### src/source/sched_config.svh
// Scheduler configuration with bank geometry, address widths, queue depth and DRAM latencies
`ifndef SCHED_CONFIG_SVH
`define SCHED_CONFIG_SVH

// Bank geometry
`define SCHED_BANK_GROUPS     2
`define SCHED_BANKS_PER_GROUP 2
`define SCHED_BANKS           (`SCHED_BANK_GROUPS * `SCHED_BANKS_PER_GROUP)

// Address and data widths
`define SCHED_ROW_BITS  8
`define SCHED_COL_BITS  4
`define SCHED_DATA_BITS 64

`define SCHED_QUEUE_DEPTH 4     // Entries in every per-bank FIFO

// DRAM latencies in controller cycles
`define SCHED_ACT_LATENCY 8
`define SCHED_PRE_LATENCY 5

`define SCHED_STAMP_BITS 32     // Free-running cycle counter

`endif

### src/source/sched_pkg.sv
// Scheduler package with request, command, queue entry, bank status and lane offer types
`include "sched_config.svh"

package sched_pkg;

    localparam int BG_BITS       = $clog2(`SCHED_BANK_GROUPS);
    localparam int BA_BITS       = $clog2(`SCHED_BANKS_PER_GROUP);
    localparam int BANK_IDX_BITS = $clog2(`SCHED_BANKS);

    typedef enum logic [1:0] {
        CMD_READ      = 2'd0,
        CMD_WRITE     = 2'd1,
        CMD_ACTIVATE  = 2'd2,
        CMD_PRECHARGE = 2'd3
    } cmd_kind_t;

    typedef struct packed {
        logic [BG_BITS-1:0]          bank_group;
        logic [BA_BITS-1:0]          bank;
        logic [`SCHED_ROW_BITS-1:0]  row;
        logic [`SCHED_COL_BITS-1:0]  col;
        logic                        write;
        logic [`SCHED_DATA_BITS-1:0] data;
    } host_req_t;

    // Stamp is the cycle the entry entered its current pending stage
    typedef struct packed {
        host_req_t                    req;
        logic [`SCHED_STAMP_BITS-1:0] stamp;
    } queue_entry_t;

    typedef struct packed {
        cmd_kind_t                   kind;
        logic [BG_BITS-1:0]          bank_group;
        logic [BA_BITS-1:0]          bank;
        logic [`SCHED_ROW_BITS-1:0]  row;
        logic [`SCHED_COL_BITS-1:0]  col;
        logic [`SCHED_DATA_BITS-1:0] data;
    } dram_cmd_t;

    typedef struct packed {
        logic [`SCHED_BANKS-1:0]                      idle;
        logic [`SCHED_BANKS-1:0]                      open;
        logic [`SCHED_BANKS-1:0]                      blocked;
        logic [`SCHED_BANKS-1:0][`SCHED_ROW_BITS-1:0] open_row;
    } bank_status_t;

    typedef struct packed {
        logic                       activate;
        logic                       precharge;
        logic [BANK_IDX_BITS-1:0]   bank;
        logic [`SCHED_ROW_BITS-1:0] row;
    } bank_op_t;

    typedef struct packed {
        logic         has_read;
        logic         has_write;
        logic         has_activate;
        logic         has_precharge;
        queue_entry_t read_top;
        queue_entry_t write_top;
        queue_entry_t act_top;
        queue_entry_t pre_top;
    } lane_offer_t;

endpackage

### src/source/bank_tracker.sv
// Bank state tracker with open row, open flag and blocking countdown for every bank
`timescale 1ns/100ps
`include "sched_config.svh"

module bank_tracker (
    input  logic                    clk_in,
    input  logic                    rst_in,
    input  sched_pkg::bank_op_t     op,
    output sched_pkg::bank_status_t status
);
    import sched_pkg::*;

    localparam int MAX_LAT  = (`SCHED_ACT_LATENCY > `SCHED_PRE_LATENCY) ?
                              `SCHED_ACT_LATENCY : `SCHED_PRE_LATENCY;
    localparam int CNT_BITS = $clog2(MAX_LAT + 1);

    logic [`SCHED_BANKS-1:0]                      open_q;
    logic [`SCHED_BANKS-1:0]                      blocked;
    logic [`SCHED_BANKS-1:0][CNT_BITS-1:0]        count;
    logic [`SCHED_BANKS-1:0][`SCHED_ROW_BITS-1:0] row_q;

    always_ff @(posedge clk_in or posedge rst_in) begin
        if (rst_in) begin
            open_q <= '0;
            count  <= '0;
        end else begin
            for (int b = 0; b < `SCHED_BANKS; b++) begin
                if (op.activate && op.bank == BANK_IDX_BITS'(b)) begin
                    open_q[b] <= 1'b1;
                    count[b]  <= CNT_BITS'(`SCHED_ACT_LATENCY);
                end else if (op.precharge && op.bank == BANK_IDX_BITS'(b)) begin
                    open_q[b] <= 1'b0;
                    count[b]  <= CNT_BITS'(`SCHED_PRE_LATENCY);
                end else if (blocked[b]) begin
                    count[b] <= count[b] - 1'b1;
                end
            end
        end
    end

    // Row is only meaningful while the open flag is set
    always_ff @(posedge clk_in) begin
        if (op.activate) begin
            row_q[op.bank] <= op.row;
        end
    end

    always_comb begin
        for (int b = 0; b < `SCHED_BANKS; b++) begin
            blocked[b] = (count[b] != '0);
        end
    end

    assign status.open     = open_q;
    assign status.blocked  = blocked;
    assign status.idle     = ~open_q & ~blocked;   // Precharged and settled
    assign status.open_row = row_q;

    // The arbiter must respect the block it caused on an earlier cycle
    op_to_free_bank: assert property (@(posedge clk_in) disable iff (rst_in)
        (op.activate || op.precharge) |-> !blocked[op.bank])
        else $error("bank_tracker: op to blocked bank %0d", op.bank);

endmodule

### config.mk
export PLATFORM = sky130hd
export DESIGN_NAME = bank_tracker
export DESIGN_NICKNAME = d
export VERILOG_FILES = /design/src/source/sched_pkg.sv /design/src/source/bank_tracker.sv
export VERILOG_INCLUDE_DIRS = /design/src /design/src/source
export SDC_FILE = /design/constraint.sdc
export NUM_CORES = 1
export LEC_CHECK = 0
export ABC_CLOCK_PERIOD_IN_PS = 2650
export BUFFER_PORTS_ARGS = -buffer_cell sky130_fd_sc_hd__clkbuf_2
export CAP_MARGIN = 15
export CELL_PAD_IN_SITES_DETAIL_PLACEMENT = 0
export CELL_PAD_IN_SITES_GLOBAL_PLACEMENT = 1
export CORE_UTILIZATION = 46
export CTS_BUF_LIST = sky130_fd_sc_hd__clkbuf_4 sky130_fd_sc_hd__clkbuf_8
export CTS_CLUSTER_SIZE = 20
export DETAILED_ROUTE_END_ITERATION = 8
export PLACE_DENSITY_LB_ADDON = 0.1
export RECOVER_POWER = 50
export SLEW_MARGIN = 20
export SYNTH_ARGS = -nofsm -noshare
export SYNTH_HDL_FRONTEND = slang
export SYNTH_SLANG_ARGS = --single-unit
### constraint.sdc
create_clock -name clk_in -period 2.65 [get_ports clk_in]
set_clock_uncertainty 0.15 [all_clocks]
set_input_delay 0.53 -clock clk_in [delete_from_list [all_inputs] [get_ports clk_in]]
set_output_delay 0.53 -clock clk_in [all_outputs]
set_load 0.005 [all_outputs]
# Yosys cells after proc, flatten, opt, wreduce, memory -nomap -nowiden

Index checks and enable logic that the tools add are counted.

Order comparisons: 2
Reduce and logical (&&, ||, !) cells: 22
Add/subtract/negate cells: 4
Multiplexer cells: 23
Equality and inequality tests: 3
Bitwise operators: 3

Operators by type and width:

| operator            | number |
|---|---|
| $mux 4              | 12 |
| $bwmux 32           | 1 |
| $demux 8 s2         | 1 |
| $reduce_bool 4->1   | 4 |
| $sub 4x1->4 const B | 4 |
| $reduce_bool 3->1   | 4 |
| $logic_and 1x1->1   | 9 |
| $mux 1              | 8 |
| $mux 8              | 1 |
| $not 4->4           | 2 |
| $reduce_bool 2->1   | 4 |
| $and 4x4->4         | 1 |
| $eq 2x2->1 const B  | 2 |
| $lt 2x3->1 const B  | 1 |
| $eq 2x1->1 const B  | 1 |
| $ge 2x1->1 const B  | 1 |
| $logic_not 2->1     | 1 |

Output and inout bits: 44
Input bits: 14
Flip-flop bits (word level): 52
Word-level logic and storage cells: 69

# Depth between registers and ports, before layout

Depth in word-level cells: 5
Depth in mapped cells: 6
Mapped depth without buffers: 5

# Worst setup path after synthesis

OpenSTA, ideal clock, no wires.

Path type: reg-to-output
Start point: register count[0] in the netlist's numbering
End point: output status[40] in the netlist's numbering
Data arrival time: 1222 ps
Stages on the path, launching flop included: 6
Setup slack: 748 ps
Path through: dfrtp_1 > inv_1 > ha_1 > or3b_1 > clkbuf_1 > nor2_1

RTL lines:

| element                         | line               | source |
|---|---|---|
| start, declared                 | bank_tracker.sv:19 | `` logic [`SCHED_BANKS-1:0][CNT_BITS-1:0] count; `` |
| start signal, assigned by index | bank_tracker.sv:30 | `` count[b] <= CNT_BITS'(`SCHED_ACT_LATENCY); `` |
| start signal, assigned by index | bank_tracker.sv:33 | `` count[b] <= CNT_BITS'(`SCHED_PRE_LATENCY); `` |
| start signal, assigned by index | bank_tracker.sv:35 | `count[b] <= count[b] - 1'b1;` |
| end, declared                   | bank_tracker.sv:9  | `output sched_pkg::bank_status_t status` |

==> results.md <==
* TritonRoute pass-1 iters at 4
* CTS tree: built
* Die Area at 0.004897 sq mm
* FMAX at 0.4169 GHz
* Share of cells above drive strength 1 at around 28%
* Syn-to-layout area delta at 19.01%
* DR WL/cell at 14.07 um
* Fin crit period at roughly 2.4 ns
* Seq cells post-synth at 52
* Routed wire length at 3657 um
* Clk buf depth at 2
* Final Max Slew Viols at 0
* Setup TNS at 0 ns
* Cell Area, Placed at 0.002455 sq mm
* First-pass GRT wire length at 6058 um
* Core region area at about 0.0044 sq mm
* Top-Level Pins at 58
* Post-CTS setup buffer count at 0
* Total grt overflow at 0
* RSZ-0062 raised after global routing: no
* Async SR Flop Fraction at 38.46%
* Critical path's slowest cell: or3b_1
* Routability cong. at 0.7338
* Die width at between 60 and 70 um
* CP startpoint kind: flip-flop
* EDFF count, synth at 32
* Port buffer count at 57
* Starting Density at 48.49%
* PostCTS Resize Cnt at 0
* YS warnings at 0
* Clk pin slew, worst setup/hold paths at 0.10 ns
* Post-synth cell types at 29
* Cells after Synth at 148
* Final instance area at around 0.0025 sq mm
* Largest net degree at the start of global routing at 21
* Fillers at roughly 370
* Post-DP HPWL at 2702 um
* Crit path capture type: output pin
* Crit Path Max Fanout at 5
* Number of max-cap violations at 0
* Delay-heaviest family, CP: simple AND/OR/NAND/NOR gates
* Period utilization at 90.52%
* Leak at 1.099 nW
* Drc violations at 0
* Via count at 1,327
* Most common cell after layout, fill and taps aside: clkbuf_2
* Row count at 24
* Initial drt markers at 92
* Vias in the first global route at 1,231
* Clock Latency Late Sink at 0.31 ns
* Final ANT Viol Nets at 0
* Worst Path Required at 1.97 ns
* Peak ir drop on the vdd network at 0.4239 mV
* Mapped Area at 0.002126 sq mm
* N_diodes at 0
* Overall Global Routing Usage at approximately 16%
* Final Setup Violations at 0
* DR vias/cell at 5.104
* Most frequent cells in the layout: clkbuf_2 (46), edfxtp_1 (32), dfrtp_1 (20), clkbuf_1 (13), nor2_1 (11)
* Post-CTS Hold Fix Bufs at 0
* Mean Syn Cell Area at roughly 14 sq um
* Sequential share of the synthesized area at 68.75%
* Fin nets at roughly 230
* Ys flop type: edfxtp_1
* Max incr delay on CP at 0.45 ns
* Hold WS at 0.1760 ns
* H-tree levels at 2
* CP Class: reg2out
* CTS Root Cell: clkbuf_8
* Antenna violations before repair at 0
* Clock Sinks at 52
* Worst hold path class: in2async
* Power density cells at 911.3 mW/mm^2
* Status: finished clean
* Worst path bufs/invs at 2
* Chip height at 69.98 um
* Worst rel slew slack at 43.97%
* Arrival time worst endpoint at 1.72 ns
* Syn nets at 170
* Num CTS Buffers at 5
* Ordered list of cells on the worst path: inv_1, ha_1, or3b_1, nor2_1, clkbuf_2
* Final hold vios at 0
* Least-Margin Pin Slew at 0.8399 ns
state kept, by name, indices dropped and copies added, names as in the netlist:
| register | flops |
|---|---|
| status | 32 |
| count | 16 |
| open_q | 4 |
layer usage:
layer	vias to the layer above	global-route usage, %	share of wire, %
met1	632	21.47	47
li1	639	-	-
met5	-	0	0
met4	0	5.333	1.4
met3	7	5.195	6.5
met2	49	25.21	45
power by group:
part | switching [mW] | internal, mW
Combinational | 0.320 | 0.375
Sequential | 0.120 | 1.03
Clock | 0.269 | 0.194
Total | 0.708 | 1.60
final timing paths:
check / to / cells after the start / start / slack [ns]
setup reg to reg: count[13] / 4 / count[12] / 0.85
max in group asynchronous: count[11] / 2 / rst_in / 1.68
setup / recovery: status[42] / 5 / count[8] / 0.25
hold reg to reg: open_q[3] / 1 / open_q[3] / 0.37
min in group clk_in: status[11] / 1 / op[3] / 0.32
hold / removal: count[2] / 2 / rst_in / 0.18
cells by family (layout without fill, tap and decap cells):
| logic type | count (synthesis) | in the layout | synth area share, % |
|---|---|---|---|
| and+or+nand+nor | 42 | 42 | 11.77 |
| adders and majority gates | 8 | 8 | 4.709 |
| buffers and inverters | 17 | 77 | 3.473 |
| DFF | 52 | 52 | 68.75 |
| muxes | 2 | 2 | 0.9418 |
| AOI/OAI and AO/OA | 21 | 21 | 7.886 |
| xor gates and xnor gates | 6 | 6 | 2.472 |
per-stage QoR:
| step | setup slack (ns) | std cells | util (%) | power (mW) |
|---|---|---|---|---|
| after floorplan | 0.7481 | 148 | - | 1.703 |
| after global placement | 0.6282 | 252 | 55.99 | 1.835 |
| after detailed placement | 0.5814 | 252 | 55.99 | 1.874 |
| after CTS | 0.2392 | 260 | 58.19 | 2.333 |
| after global routing | 0.1195 | 260 | 57.71 | 2.478 |
| final | 0.2512 | 260 | 57.71 | 2.306 |
cell usage after synthesis (5+ instances only):
cell type | number | area share, %
edfxtp_1 | 32 | 45
dfrtp_1 | 20 | 24
nor2_1 | 11 | 1.9
inv_1 | 10 | 1.8
ha_1 | 8 | 4.7
nand3b_1 | 6 | 2.1
or2b_1 | 5 | 1.8
cell type report:
type	count	area [sq um]	area share, %
multi-input combinational	79	590.6	23.34
inverter	10	37.54	1.484
clock inverter	3	27.53	1.088
timing repair buffer	59	279.0	11.03
clock buffer	5	68.82	2.720
tap	52	65.06	2.572
sequential	52	1461	57.76
Note: power is estimated with default switching activity, not from simulation.
