--- src/source/sched_config.svh ---
// Scheduler configuration with bank geometry, address widths, queue depth and DRAM latencies
`ifndef SCHED_CONFIG_SVH
`define SCHED_CONFIG_SVH

// Bank geometry
`define SCHED_BANK_GROUPS     2
`define SCHED_BANKS_PER_GROUP 2
`define SCHED_BANKS           (`SCHED_BANK_GROUPS * `SCHED_BANKS_PER_GROUP)

// Address and data widths
`define SCHED_ROW_BITS  8
`define SCHED_COL_BITS  4
`define SCHED_DATA_BITS 64

`define SCHED_QUEUE_DEPTH 4     // Entries in every per-bank FIFO

// DRAM latencies in controller cycles
`define SCHED_ACT_LATENCY 8
`define SCHED_PRE_LATENCY 5

`define SCHED_STAMP_BITS 32     // Free-running cycle counter

`endif

--- src/source/sched_pkg.sv ---
// Scheduler package with request, command, queue entry, bank status and lane offer types
`include "sched_config.svh"

package sched_pkg;

    localparam int BG_BITS       = $clog2(`SCHED_BANK_GROUPS);
    localparam int BA_BITS       = $clog2(`SCHED_BANKS_PER_GROUP);
    localparam int BANK_IDX_BITS = $clog2(`SCHED_BANKS);

    typedef enum logic [1:0] {
        CMD_READ      = 2'd0,
        CMD_WRITE     = 2'd1,
        CMD_ACTIVATE  = 2'd2,
        CMD_PRECHARGE = 2'd3
    } cmd_kind_t;

    typedef struct packed {
        logic [BG_BITS-1:0]          bank_group;
        logic [BA_BITS-1:0]          bank;
        logic [`SCHED_ROW_BITS-1:0]  row;
        logic [`SCHED_COL_BITS-1:0]  col;
        logic                        write;
        logic [`SCHED_DATA_BITS-1:0] data;
    } host_req_t;

    // Stamp is the cycle the entry entered its current pending stage
    typedef struct packed {
        host_req_t                    req;
        logic [`SCHED_STAMP_BITS-1:0] stamp;
    } queue_entry_t;

    typedef struct packed {
        cmd_kind_t                   kind;
        logic [BG_BITS-1:0]          bank_group;
        logic [BA_BITS-1:0]          bank;
        logic [`SCHED_ROW_BITS-1:0]  row;
        logic [`SCHED_COL_BITS-1:0]  col;
        logic [`SCHED_DATA_BITS-1:0] data;
    } dram_cmd_t;

    typedef struct packed {
        logic [`SCHED_BANKS-1:0]                      idle;
        logic [`SCHED_BANKS-1:0]                      open;
        logic [`SCHED_BANKS-1:0]                      blocked;
        logic [`SCHED_BANKS-1:0][`SCHED_ROW_BITS-1:0] open_row;
    } bank_status_t;

    typedef struct packed {
        logic                       activate;
        logic                       precharge;
        logic [BANK_IDX_BITS-1:0]   bank;
        logic [`SCHED_ROW_BITS-1:0] row;
    } bank_op_t;

    typedef struct packed {
        logic         has_read;
        logic         has_write;
        logic         has_activate;
        logic         has_precharge;
        queue_entry_t read_top;
        queue_entry_t write_top;
        queue_entry_t act_top;
        queue_entry_t pre_top;
    } lane_offer_t;

endpackage

--- src/source/req_fifo.sv ---
// Request FIFO, a circular buffer with a head pointer, a fill count and any payload type
`timescale 1ns/100ps

module req_fifo #(
    parameter int  DEPTH   = 4,
    parameter type entry_t = logic
) (
    input  logic   clk_in,
    input  logic   rst_in,
    input  logic   push,
    input  logic   pop,
    input  entry_t din,
    output entry_t dout,
    output logic   empty,
    output logic   full
);
    localparam int PTR_BITS = $clog2(DEPTH);

    entry_t              mem [DEPTH];
    logic [PTR_BITS-1:0] head;
    logic [PTR_BITS-1:0] tail;
    logic [PTR_BITS:0]   count;
    logic                do_push;
    logic                do_pop;

    assign do_push = push && !full;     // Dropped when full
    assign do_pop  = pop && !empty;
    assign tail    = PTR_BITS'(({1'b0, head} + count) % DEPTH);

    always_ff @(posedge clk_in) begin
        if (do_push) begin
            mem[tail] <= din;
        end
    end

    always_ff @(posedge clk_in or posedge rst_in) begin
        if (rst_in) begin
            head  <= '0;
            count <= '0;
        end else begin
            if (do_pop) begin
                head <= (head == PTR_BITS'(DEPTH - 1)) ? '0 : head + 1'b1;
            end
            count <= count + (PTR_BITS + 1)'(do_push) - (PTR_BITS + 1)'(do_pop);
        end
    end

    assign dout  = mem[head];
    assign empty = (count == '0);
    assign full  = (count == (PTR_BITS + 1)'(DEPTH));

    // Nothing upstream holds off a push, so a full FIFO would lose a request
    no_push_when_full: assert property (@(posedge clk_in) disable iff (rst_in)
        push |-> !full)
        else $error("req_fifo: push while full, request lost");

    no_pop_when_empty: assert property (@(posedge clk_in) disable iff (rst_in)
        pop |-> !empty)
        else $error("req_fifo: pop while empty");

endmodule

--- src/source/stage_queue.sv ---
// Stage queue, a ready FIFO feeding a pending FIFO that releases entries after a latency
`timescale 1ns/100ps
`include "sched_config.svh"

module stage_queue #(
    parameter int LATENCY = 1
) (
    input  logic                         clk_in,
    input  logic                         rst_in,
    input  logic                         push,
    input  sched_pkg::queue_entry_t      entry_in,
    input  logic                         take,
    input  logic                         promote_ok,
    input  logic [`SCHED_STAMP_BITS-1:0] cycle_count,
    output sched_pkg::queue_entry_t      top,
    output logic                         has_top,
    output logic                         promote,
    output sched_pkg::queue_entry_t      promoted
);
    import sched_pkg::*;

    queue_entry_t stamped;
    logic         ready_empty;
    logic         pending_empty;
    logic         expired;

    req_fifo #(
        .DEPTH   (`SCHED_QUEUE_DEPTH),
        .entry_t (queue_entry_t)
    ) u_ready (
        .clk_in (clk_in),
        .rst_in (rst_in),
        .push   (push),
        .pop    (take),
        .din    (entry_in),
        .dout   (top),
        .empty  (ready_empty),
        .full   ()
    );

    // Entry issued from the ready side waits here for its latency
    assign stamped = '{req: top.req, stamp: cycle_count};

    req_fifo #(
        .DEPTH   (`SCHED_QUEUE_DEPTH),
        .entry_t (queue_entry_t)
    ) u_pending (
        .clk_in (clk_in),
        .rst_in (rst_in),
        .push   (take),
        .pop    (promote),
        .din    (stamped),
        .dout   (promoted),
        .empty  (pending_empty),
        .full   ()
    );

    assign has_top = !ready_empty;
    assign expired = !pending_empty &&
                     (cycle_count - promoted.stamp >= `SCHED_STAMP_BITS'(LATENCY));
    assign promote = expired && promote_ok;    // Held while a host request owns the target

endmodule

--- src/source/bank_lane.sv ---
// Bank lane with one bank's precharge, activation, read and write queues and their chaining
`timescale 1ns/100ps
`include "sched_config.svh"

module bank_lane (
    input  logic                         clk_in,
    input  logic                         rst_in,
    input  logic                         enqueue,
    input  sched_pkg::host_req_t         req,
    input  logic                         bank_open,
    input  logic                         bank_idle,
    input  logic [`SCHED_ROW_BITS-1:0]   open_row,
    input  logic [`SCHED_STAMP_BITS-1:0] cycle_count,
    input  logic                         take_read,
    input  logic                         take_write,
    input  logic                         take_act,
    input  logic                         take_pre,
    output sched_pkg::lane_offer_t       offer
);
    import sched_pkg::*;

    queue_entry_t new_entry;
    queue_entry_t pre_promoted;
    queue_entry_t act_promoted;
    logic         row_hit;
    logic         to_act, to_read, to_write, to_pre;
    logic         pre_promote, act_promote;
    logic         read_empty, write_empty;

    assign new_entry = '{req: req, stamp: cycle_count};

    // Placement follows the bank state seen this cycle
    assign row_hit  = bank_open && (open_row == req.row);
    assign to_act   = enqueue && bank_idle;
    assign to_write = enqueue && row_hit && req.write;
    assign to_read  = enqueue && row_hit && !req.write;
    assign to_pre   = enqueue && !bank_idle && !row_hit;

    stage_queue #(.LATENCY(`SCHED_PRE_LATENCY)) u_pre (
        .clk_in, .rst_in, .cycle_count,
        .push       (to_pre),
        .entry_in   (new_entry),
        .take       (take_pre),
        .promote_ok (!to_act),                  // Host request into activation wins
        .top        (offer.pre_top),
        .has_top    (offer.has_precharge),
        .promote    (pre_promote),
        .promoted   (pre_promoted)
    );

    stage_queue #(.LATENCY(`SCHED_ACT_LATENCY)) u_act (
        .clk_in, .rst_in, .cycle_count,
        .push       (to_act || pre_promote),
        .entry_in   (to_act ? new_entry : pre_promoted),
        .take       (take_act),
        .promote_ok (act_promoted.req.write ? !to_write : !to_read),
        .top        (offer.act_top),
        .has_top    (offer.has_activate),
        .promote    (act_promote),
        .promoted   (act_promoted)
    );

    req_fifo #(.DEPTH(`SCHED_QUEUE_DEPTH), .entry_t(queue_entry_t)) u_read (
        .clk_in, .rst_in,
        .push  (to_read || (act_promote && !act_promoted.req.write)),
        .pop   (take_read),
        .din   (to_read ? new_entry : act_promoted),
        .dout  (offer.read_top),
        .empty (read_empty),
        .full  ()
    );

    req_fifo #(.DEPTH(`SCHED_QUEUE_DEPTH), .entry_t(queue_entry_t)) u_write (
        .clk_in, .rst_in,
        .push  (to_write || (act_promote && act_promoted.req.write)),
        .pop   (take_write),
        .din   (to_write ? new_entry : act_promoted),
        .dout  (offer.write_top),
        .empty (write_empty),
        .full  ()
    );

    assign offer.has_read  = !read_empty;
    assign offer.has_write = !write_empty;

endmodule

--- config.mk ---
export PLATFORM = sky130hd
export DESIGN_NAME = bank_lane
export DESIGN_NICKNAME = d
export VERILOG_FILES = /design/src/source/sched_pkg.sv /design/src/source/req_fifo.sv /design/src/source/stage_queue.sv /design/src/source/bank_lane.sv
export VERILOG_INCLUDE_DIRS = /design/src /design/src/source
export SDC_FILE = /design/constraint.sdc
export NUM_CORES = 2
export LEC_CHECK = 0
export ABC_AREA = 1
export BUFFER_PORTS_ARGS = -buffer_cell sky130_fd_sc_hd__buf_2
export CORE_ASPECT_RATIO = 0.8
export CORE_MARGIN = 3
export CORE_UTILIZATION = 45
export CTS_BUF_LIST = sky130_fd_sc_hd__clkbuf_2
export CTS_CLUSTER_SIZE = 28
export DETAILED_ROUTE_END_ITERATION = 10
export HOLD_SLACK_MARGIN = 0.06
export PLACE_DENSITY = 0.69
export SETUP_SLACK_MARGIN = 0.2
export SLEW_MARGIN = 20
export SYNTH_ARGS = -nofsm -noshare
export SYNTH_HDL_FRONTEND = slang
export SYNTH_SLANG_ARGS = --single-unit
--- constraint.sdc ---
create_clock -name clk_in -period 17.7 [get_ports clk_in]
set_input_delay 3.54 -clock clk_in [delete_from_list [all_inputs] [get_ports clk_in]]
set_output_delay 3.54 -clock clk_in [all_outputs]
set_load 0.05 [all_outputs]
After elaboration in Yosys (flattened, before gate mapping):

Memory sizes are Yosys's and may differ from the RTL's.
Cells that the tools add are included.
Widths: inputs -> output; s select.

* register bits: 30
* bits in writable memories: 2664
* input port bits: 128
* output and inout bits: 448
* logic and storage cells: 134
* memories kept: 6

Memory list
* u_act.u_pending.mem: depth 4, width 111, rd ports 1, clocked after memory_dff 0, wr ports 1, RTL line req_fifo.sv:19 `entry_t mem [DEPTH];`
* u_act.u_ready.mem: depth 4, width 111, rd ports 1, clocked after memory_dff 0, wr ports 1, RTL line req_fifo.sv:19
* u_pre.u_pending.mem: depth 4, width 111, rd ports 1, clocked after memory_dff 0, wr ports 1, RTL line req_fifo.sv:19
* u_pre.u_ready.mem: depth 4, width 111, rd ports 1, clocked after memory_dff 0, wr ports 1, RTL line req_fifo.sv:19
* u_read.mem: depth 4, width 111, rd ports 1, clocked after memory_dff 0, wr ports 1, RTL line req_fifo.sv:19
* u_write.mem: depth 4, width 111, rd ports 1, clocked after memory_dff 0, wr ports 1, RTL line req_fifo.sv:19

* $add $sub $neg: 26
* $lt $le $gt $ge: 2
* equal/unequal tests: 13
* mux-type cells: 22
* reduce and logical (&&, ||, !) cells: 53

Operators by type and width (number)
* $mux 111: 3
* $sub 32x32->32: 2
* $ge 32x3->1 const B: 1
* $ge 32x4->1 const B: 1
* $logic_and 1x1->1: 25
* $logic_not 1->1: 19
* $add 3x1->3: 6
* $eq 3x3->1 const B: 6
* $logic_not 3->1: 6
* $sub 3x1->3: 6
* $mux 1: 13
* $add 2x1->2 const B: 6
* $add 2x2->2: 6
* $eq 2x2->1 const B: 6
* $mux 2: 6
* $eq 8x8->1: 1
* $logic_or 1x1->1: 3

Logic depth before layout (Yosys ltp):

* depth after elaboration: 12
* gate-level depth with buffers: 33

Hierarchy:

Synthesis repeated with hierarchy kept, for this count alone.

* cells, all modules: 10167
* area total of the unflattened synthesis: 119283.2 um^2

Modules (own cells, without submodules)
* req_fifo: times used 6, cells an instance 1344, area each 18093.6 um^2, seq. area each 13457.9 um^2
* bank_lane: times used 1, cells an instance 954, area each 5245.0 um^2, seq. area each 0.0 um^2
* stage_queue (u_pre): times used 1, cells an instance 582, area each 2750.1 um^2, seq. area each 0.0 um^2
* stage_queue (u_act): times used 1, cells an instance 567, area each 2726.4 um^2, seq. area each 0.0 um^2

Least setup slack after synthesis:

OpenSTA, ideal clock, no wires.

* path type: input to register
* from: input port req[72] (netlist bit)
* to: memory u_pre.u_ready.mem[0][0] (netlist bit) (enable)
* arrival time: 11.842 ns
* required time: 16.982 ns
* slack: 5.140 ns
* stages on the path: 8
* buffers on the path: 1
* path through: inv_1 o21ai_0 nor4_1 nand2_1 nor2_2 or3_1 clkbuf_1 nor3_1

* cells in the longest elaborated chain, start to end: 7

RTL lines
* from (decl): RTL line bank_lane.sv:9 `input sched_pkg::host_req_t req,`
* $eq 8x8->1: RTL line bank_lane.sv:33 `assign row_hit = bank_open && (open_row == req.row);`
* $logic_and 1x1->1: RTL line bank_lane.sv:33
* $logic_not 1->1: RTL line bank_lane.sv:37 `assign to_pre = enqueue && !bank_idle && !row_hit;`
* $logic_and 1x1->1: RTL line bank_lane.sv:37
* $logic_and 1x1->1: RTL line req_fifo.sv:26 `assign do_push = push && !full;`
* $mux 1: RTL line req_fifo.sv:31 `if (do_push) begin`
* $mux 1 (not written as such): RTL line req_fifo.sv:32 `mem[tail] <= din;`
* to (decl): RTL line req_fifo.sv:19

No other way between the ends.

==> results.txt <==
status -> finished, final reports clean
TNS Setup -> 0 ns
core area -> 239000 µm²
flop2flop setup slack -> 10.56 ns
post-route ant nets -> 0
Synth cell types -> 44
crit path max-delay cell type -> buf_4
Slew HR -> 16.2%
post-CTS setup buffers -> 0
Total GRT Usage -> 25.7%
Worst-Skew Late Latency -> 1.80 ns
post-synthesis cell count -> 8613
CTS Buf Count -> 644
mux contribution to synthesized area -> 0%
# fillers -> 20644
cells on worst reg2reg path -> 23
CTS tree -> done
GPL Wtd Cong -> 0.862
largest family of logic cells by synthesized area -> compound AO/OA/AOI/OAI gates
# DRC -> 0
WL final -> 327000 µm
Worst R2R End -> u_write.mem[0][100]$_DFFE_PP_
Slew Limit Fails -> 0
Nets -> 9671
Hold Buf Count CTS -> 0
CP Data Arrival Time -> 5.76 ns
Clock Tree Buf Depth -> 4
Synthesized Nets -> 8835
sequential area share after synthesis -> 74.5%
Post-Synth Simple-Gate Area -> 8.91%
Worst Setup Path Type -> flop to output pin
DP Wirelength -> 205000 µm
Worst Tran Pin Value -> 1.26 ns
clock-pin slew of the registers on the worst-case setup and hold paths -> 0.09 ns
Post-Synth Adder-Cell Area -> 1.14%
post-route clock period utilization -> 52.5%
initial antenna violation count -> 48
FF+latch count, synth -> 2694
ratio of cells with drive above 1 in the final layout -> 17.7%
starting density of the core -> 45.4%
number of synthesis warnings -> 0
RR Startpoint -> u_act.u_pending.head[1]$_DFFE_PP0P_
Synth Area in Compound Gates -> 11.9%
port bufs -> 575
EDFF count, synth -> 2664
die width -> 555 µm
DR WL/cell -> 25.1 µm
H-tree depth -> 6
startpoint types -> flop
Layout Skew -> 0.241 ns
synth-to-layout area growth -> 10.9%
vias per cell -> 5.72
CP cell instances -> inv_6, buf_4, o21ai_0, o22ai_1, buf_2
Die H -> 445 µm
Mapped Area -> 108000 µm²
Final setup violation count -> 0
initial DRC count -> 8790
Main synth FF type -> edfxtp_1
Async SR Flop Fraction -> 1.11%
total number of vias -> 74662
CTS root buffer -> clkbuf_2
crit path max fanout -> 125
Max Freq -> 108 MHz
drt pass-1 iters -> 8
XOR/XNOR Fraction of Synth Area -> 0.372%
CP Launch Point -> u_read.head[0]$_DFFE_PP0P_
pin count of the biggest net entering global routing -> 126
PostCTS Resize Cnt -> 0
gr ovfl total -> 0
syn_area_per_cell -> 12.6 µm²
slowest stage delay, CP -> 0.94 ns
CTS sink cnt -> 2694
Crit. End Element -> output pin
final hold vios -> 0
type of the worst min-delay path -> flop to flop
number of global-route vias before repair -> 70981
MaxCap Viol Count -> 0
Die ar. -> 247000 µm²
RSZ-0062 raised after global routing -> no
first-pass GRT wire length -> 469000 µm
# rows -> 160
CP Capture Point -> offer[443]
CP required -> 14.16 ns
fin crit period -> 9.30 ns
Top Ports -> 576
-- logic make-up (layout without fill, tap and decap cells) --
kind of cell,count (synthesis),count (layout)
XOR/XNOR,46,46
other,0,23
AO/OA/AOI/OAI,2375,2375
AND/OR/NAND/NOR,2491,2491
flip-flops,2694,2694
buffers and inverters,913,2178
adder cells (fa/ha/maj),94,94
-- critical path, delay by kind of cell, from the launching register on --
kind	cells	cell delay (ns)
buf+inv	3	2.21
flops	1	0.88
compound gates	2	0.88
-- stage by stage --
stage	hold WS, ns	worst slack (ns)	util [%]	area [µm²]	cells
after floorplan	0.504	5.14	-	108000	8613
after global placement	0.530	9.45	48.0	114000	11961
after detailed placement	0.532	9.40	48.0	114000	11961
after CTS	0.561	8.03	50.3	120000	13036
after global routing	0.593	7.96	50.4	120000	13047
final	0.565	8.40	50.4	120000	13060
-- state kept, by name (all words and copies together) (netlist names), 3 cells and up --
register / flops
u_pre.u_ready.mem: 444
u_act.u_ready.count: 3
u_act.u_ready.mem: 444
u_act.u_pending.count: 3
u_read.count: 3
u_pre.u_pending.mem: 444
u_pre.u_pending.count: 3
u_write.mem: 444
u_pre.u_ready.count: 3
u_read.mem: 444
u_act.u_pending.mem: 444
u_write.count: 3
-- how the worst min path moves through the flow --
stage / from / to / cells past startpoint
after floorplan: u_act.u_ready.count[0]$_DFF_PP0_ / u_act.u_ready.count[0]$_DFF_PP0_ / 1
after global placement: u_act.u_ready.count[0]$_DFF_PP0_ / u_act.u_ready.count[0]$_DFF_PP0_ / 1
after detailed placement: u_act.u_ready.count[0]$_DFF_PP0_ / u_act.u_ready.count[0]$_DFF_PP0_ / 1
after CTS: u_act.u_ready.count[0]$_DFF_PP0_ / u_act.u_ready.count[0]$_DFF_PP0_ / 1
after global routing: u_act.u_ready.count[0]$_DFF_PP0_ / u_act.u_ready.count[0]$_DFF_PP0_ / 1
final: u_act.u_ready.count[0]$_DFF_PP0_ / u_act.u_ready.count[0]$_DFF_PP0_ / 1
-- area by class of cell --
cell class,count,area [µm²],area share [%]
Inverter,403,1570,1.30
Multi-Input combinational cell,5006,24400,20.3
Antenna cell,23,57.6,0.0479
Sequential cell,2694,80800,67.2
Tap cell,3159,3950,3.29
Timing Repair Buffer,700,3830,3.19
Clock inverter,161,1080,0.901
Clock buffer,914,4570,3.81
-- metal layers --
layer	wire [µm]	share of wire (%)	vias up	track usage [%]
met5	189	0.058	-	0
met4	14000	4.3	26	11.4
met3	33100	10	619	5.64
met2	149000	46	3976	40.2
met1	131000	40	36679	34.5
li1	-	-	33362	-
-- placed cells by master, fill, tap and decap left out, types with 25 or more instances in the layout --
cell | netlist | routed
clkbuf_2 | 0 | 914
nand2_1 | 950 | 949
a21oi_1 | 78 | 78
o21ai_1 | 61 | 65
ha_1 | 86 | 86
clkinv_1 | 2 | 98
inv_1 | 395 | 385
buf_4 | 2 | 124
xnor2_1 | 25 | 25
buf_2 | 29 | 575
a32o_1 | 30 | 30
nand3_1 | 76 | 76
o22ai_1 | 633 | 633
o21ai_0 | 1555 | 1551
nor2_1 | 1397 | 1377
edfxtp_1 | 2664 | 2664
-- Yosys cell counts, types with 21 or more instances --
cell,count,area [µm²]
a21oi_1,78,390
a32o_1,30,300
buf_1,36,135
buf_2,29,145
clkbuf_1,442,1660
dfrtp_1,30,751
edfxtp_1,2664,80000
ha_1,86,1080
inv_1,395,1480
nand2_1,950,3570
nand3_1,76,380
nor2_1,1397,5240
o21ai_0,1555,7780
o21ai_1,61,305
o22ai_1,633,3960
xnor2_1,25,219
xor2_1,21,184
Power is left out: the tool's default activity adds up to more than one toggle a clock period on the data nets, which glitch-free logic cannot reach.
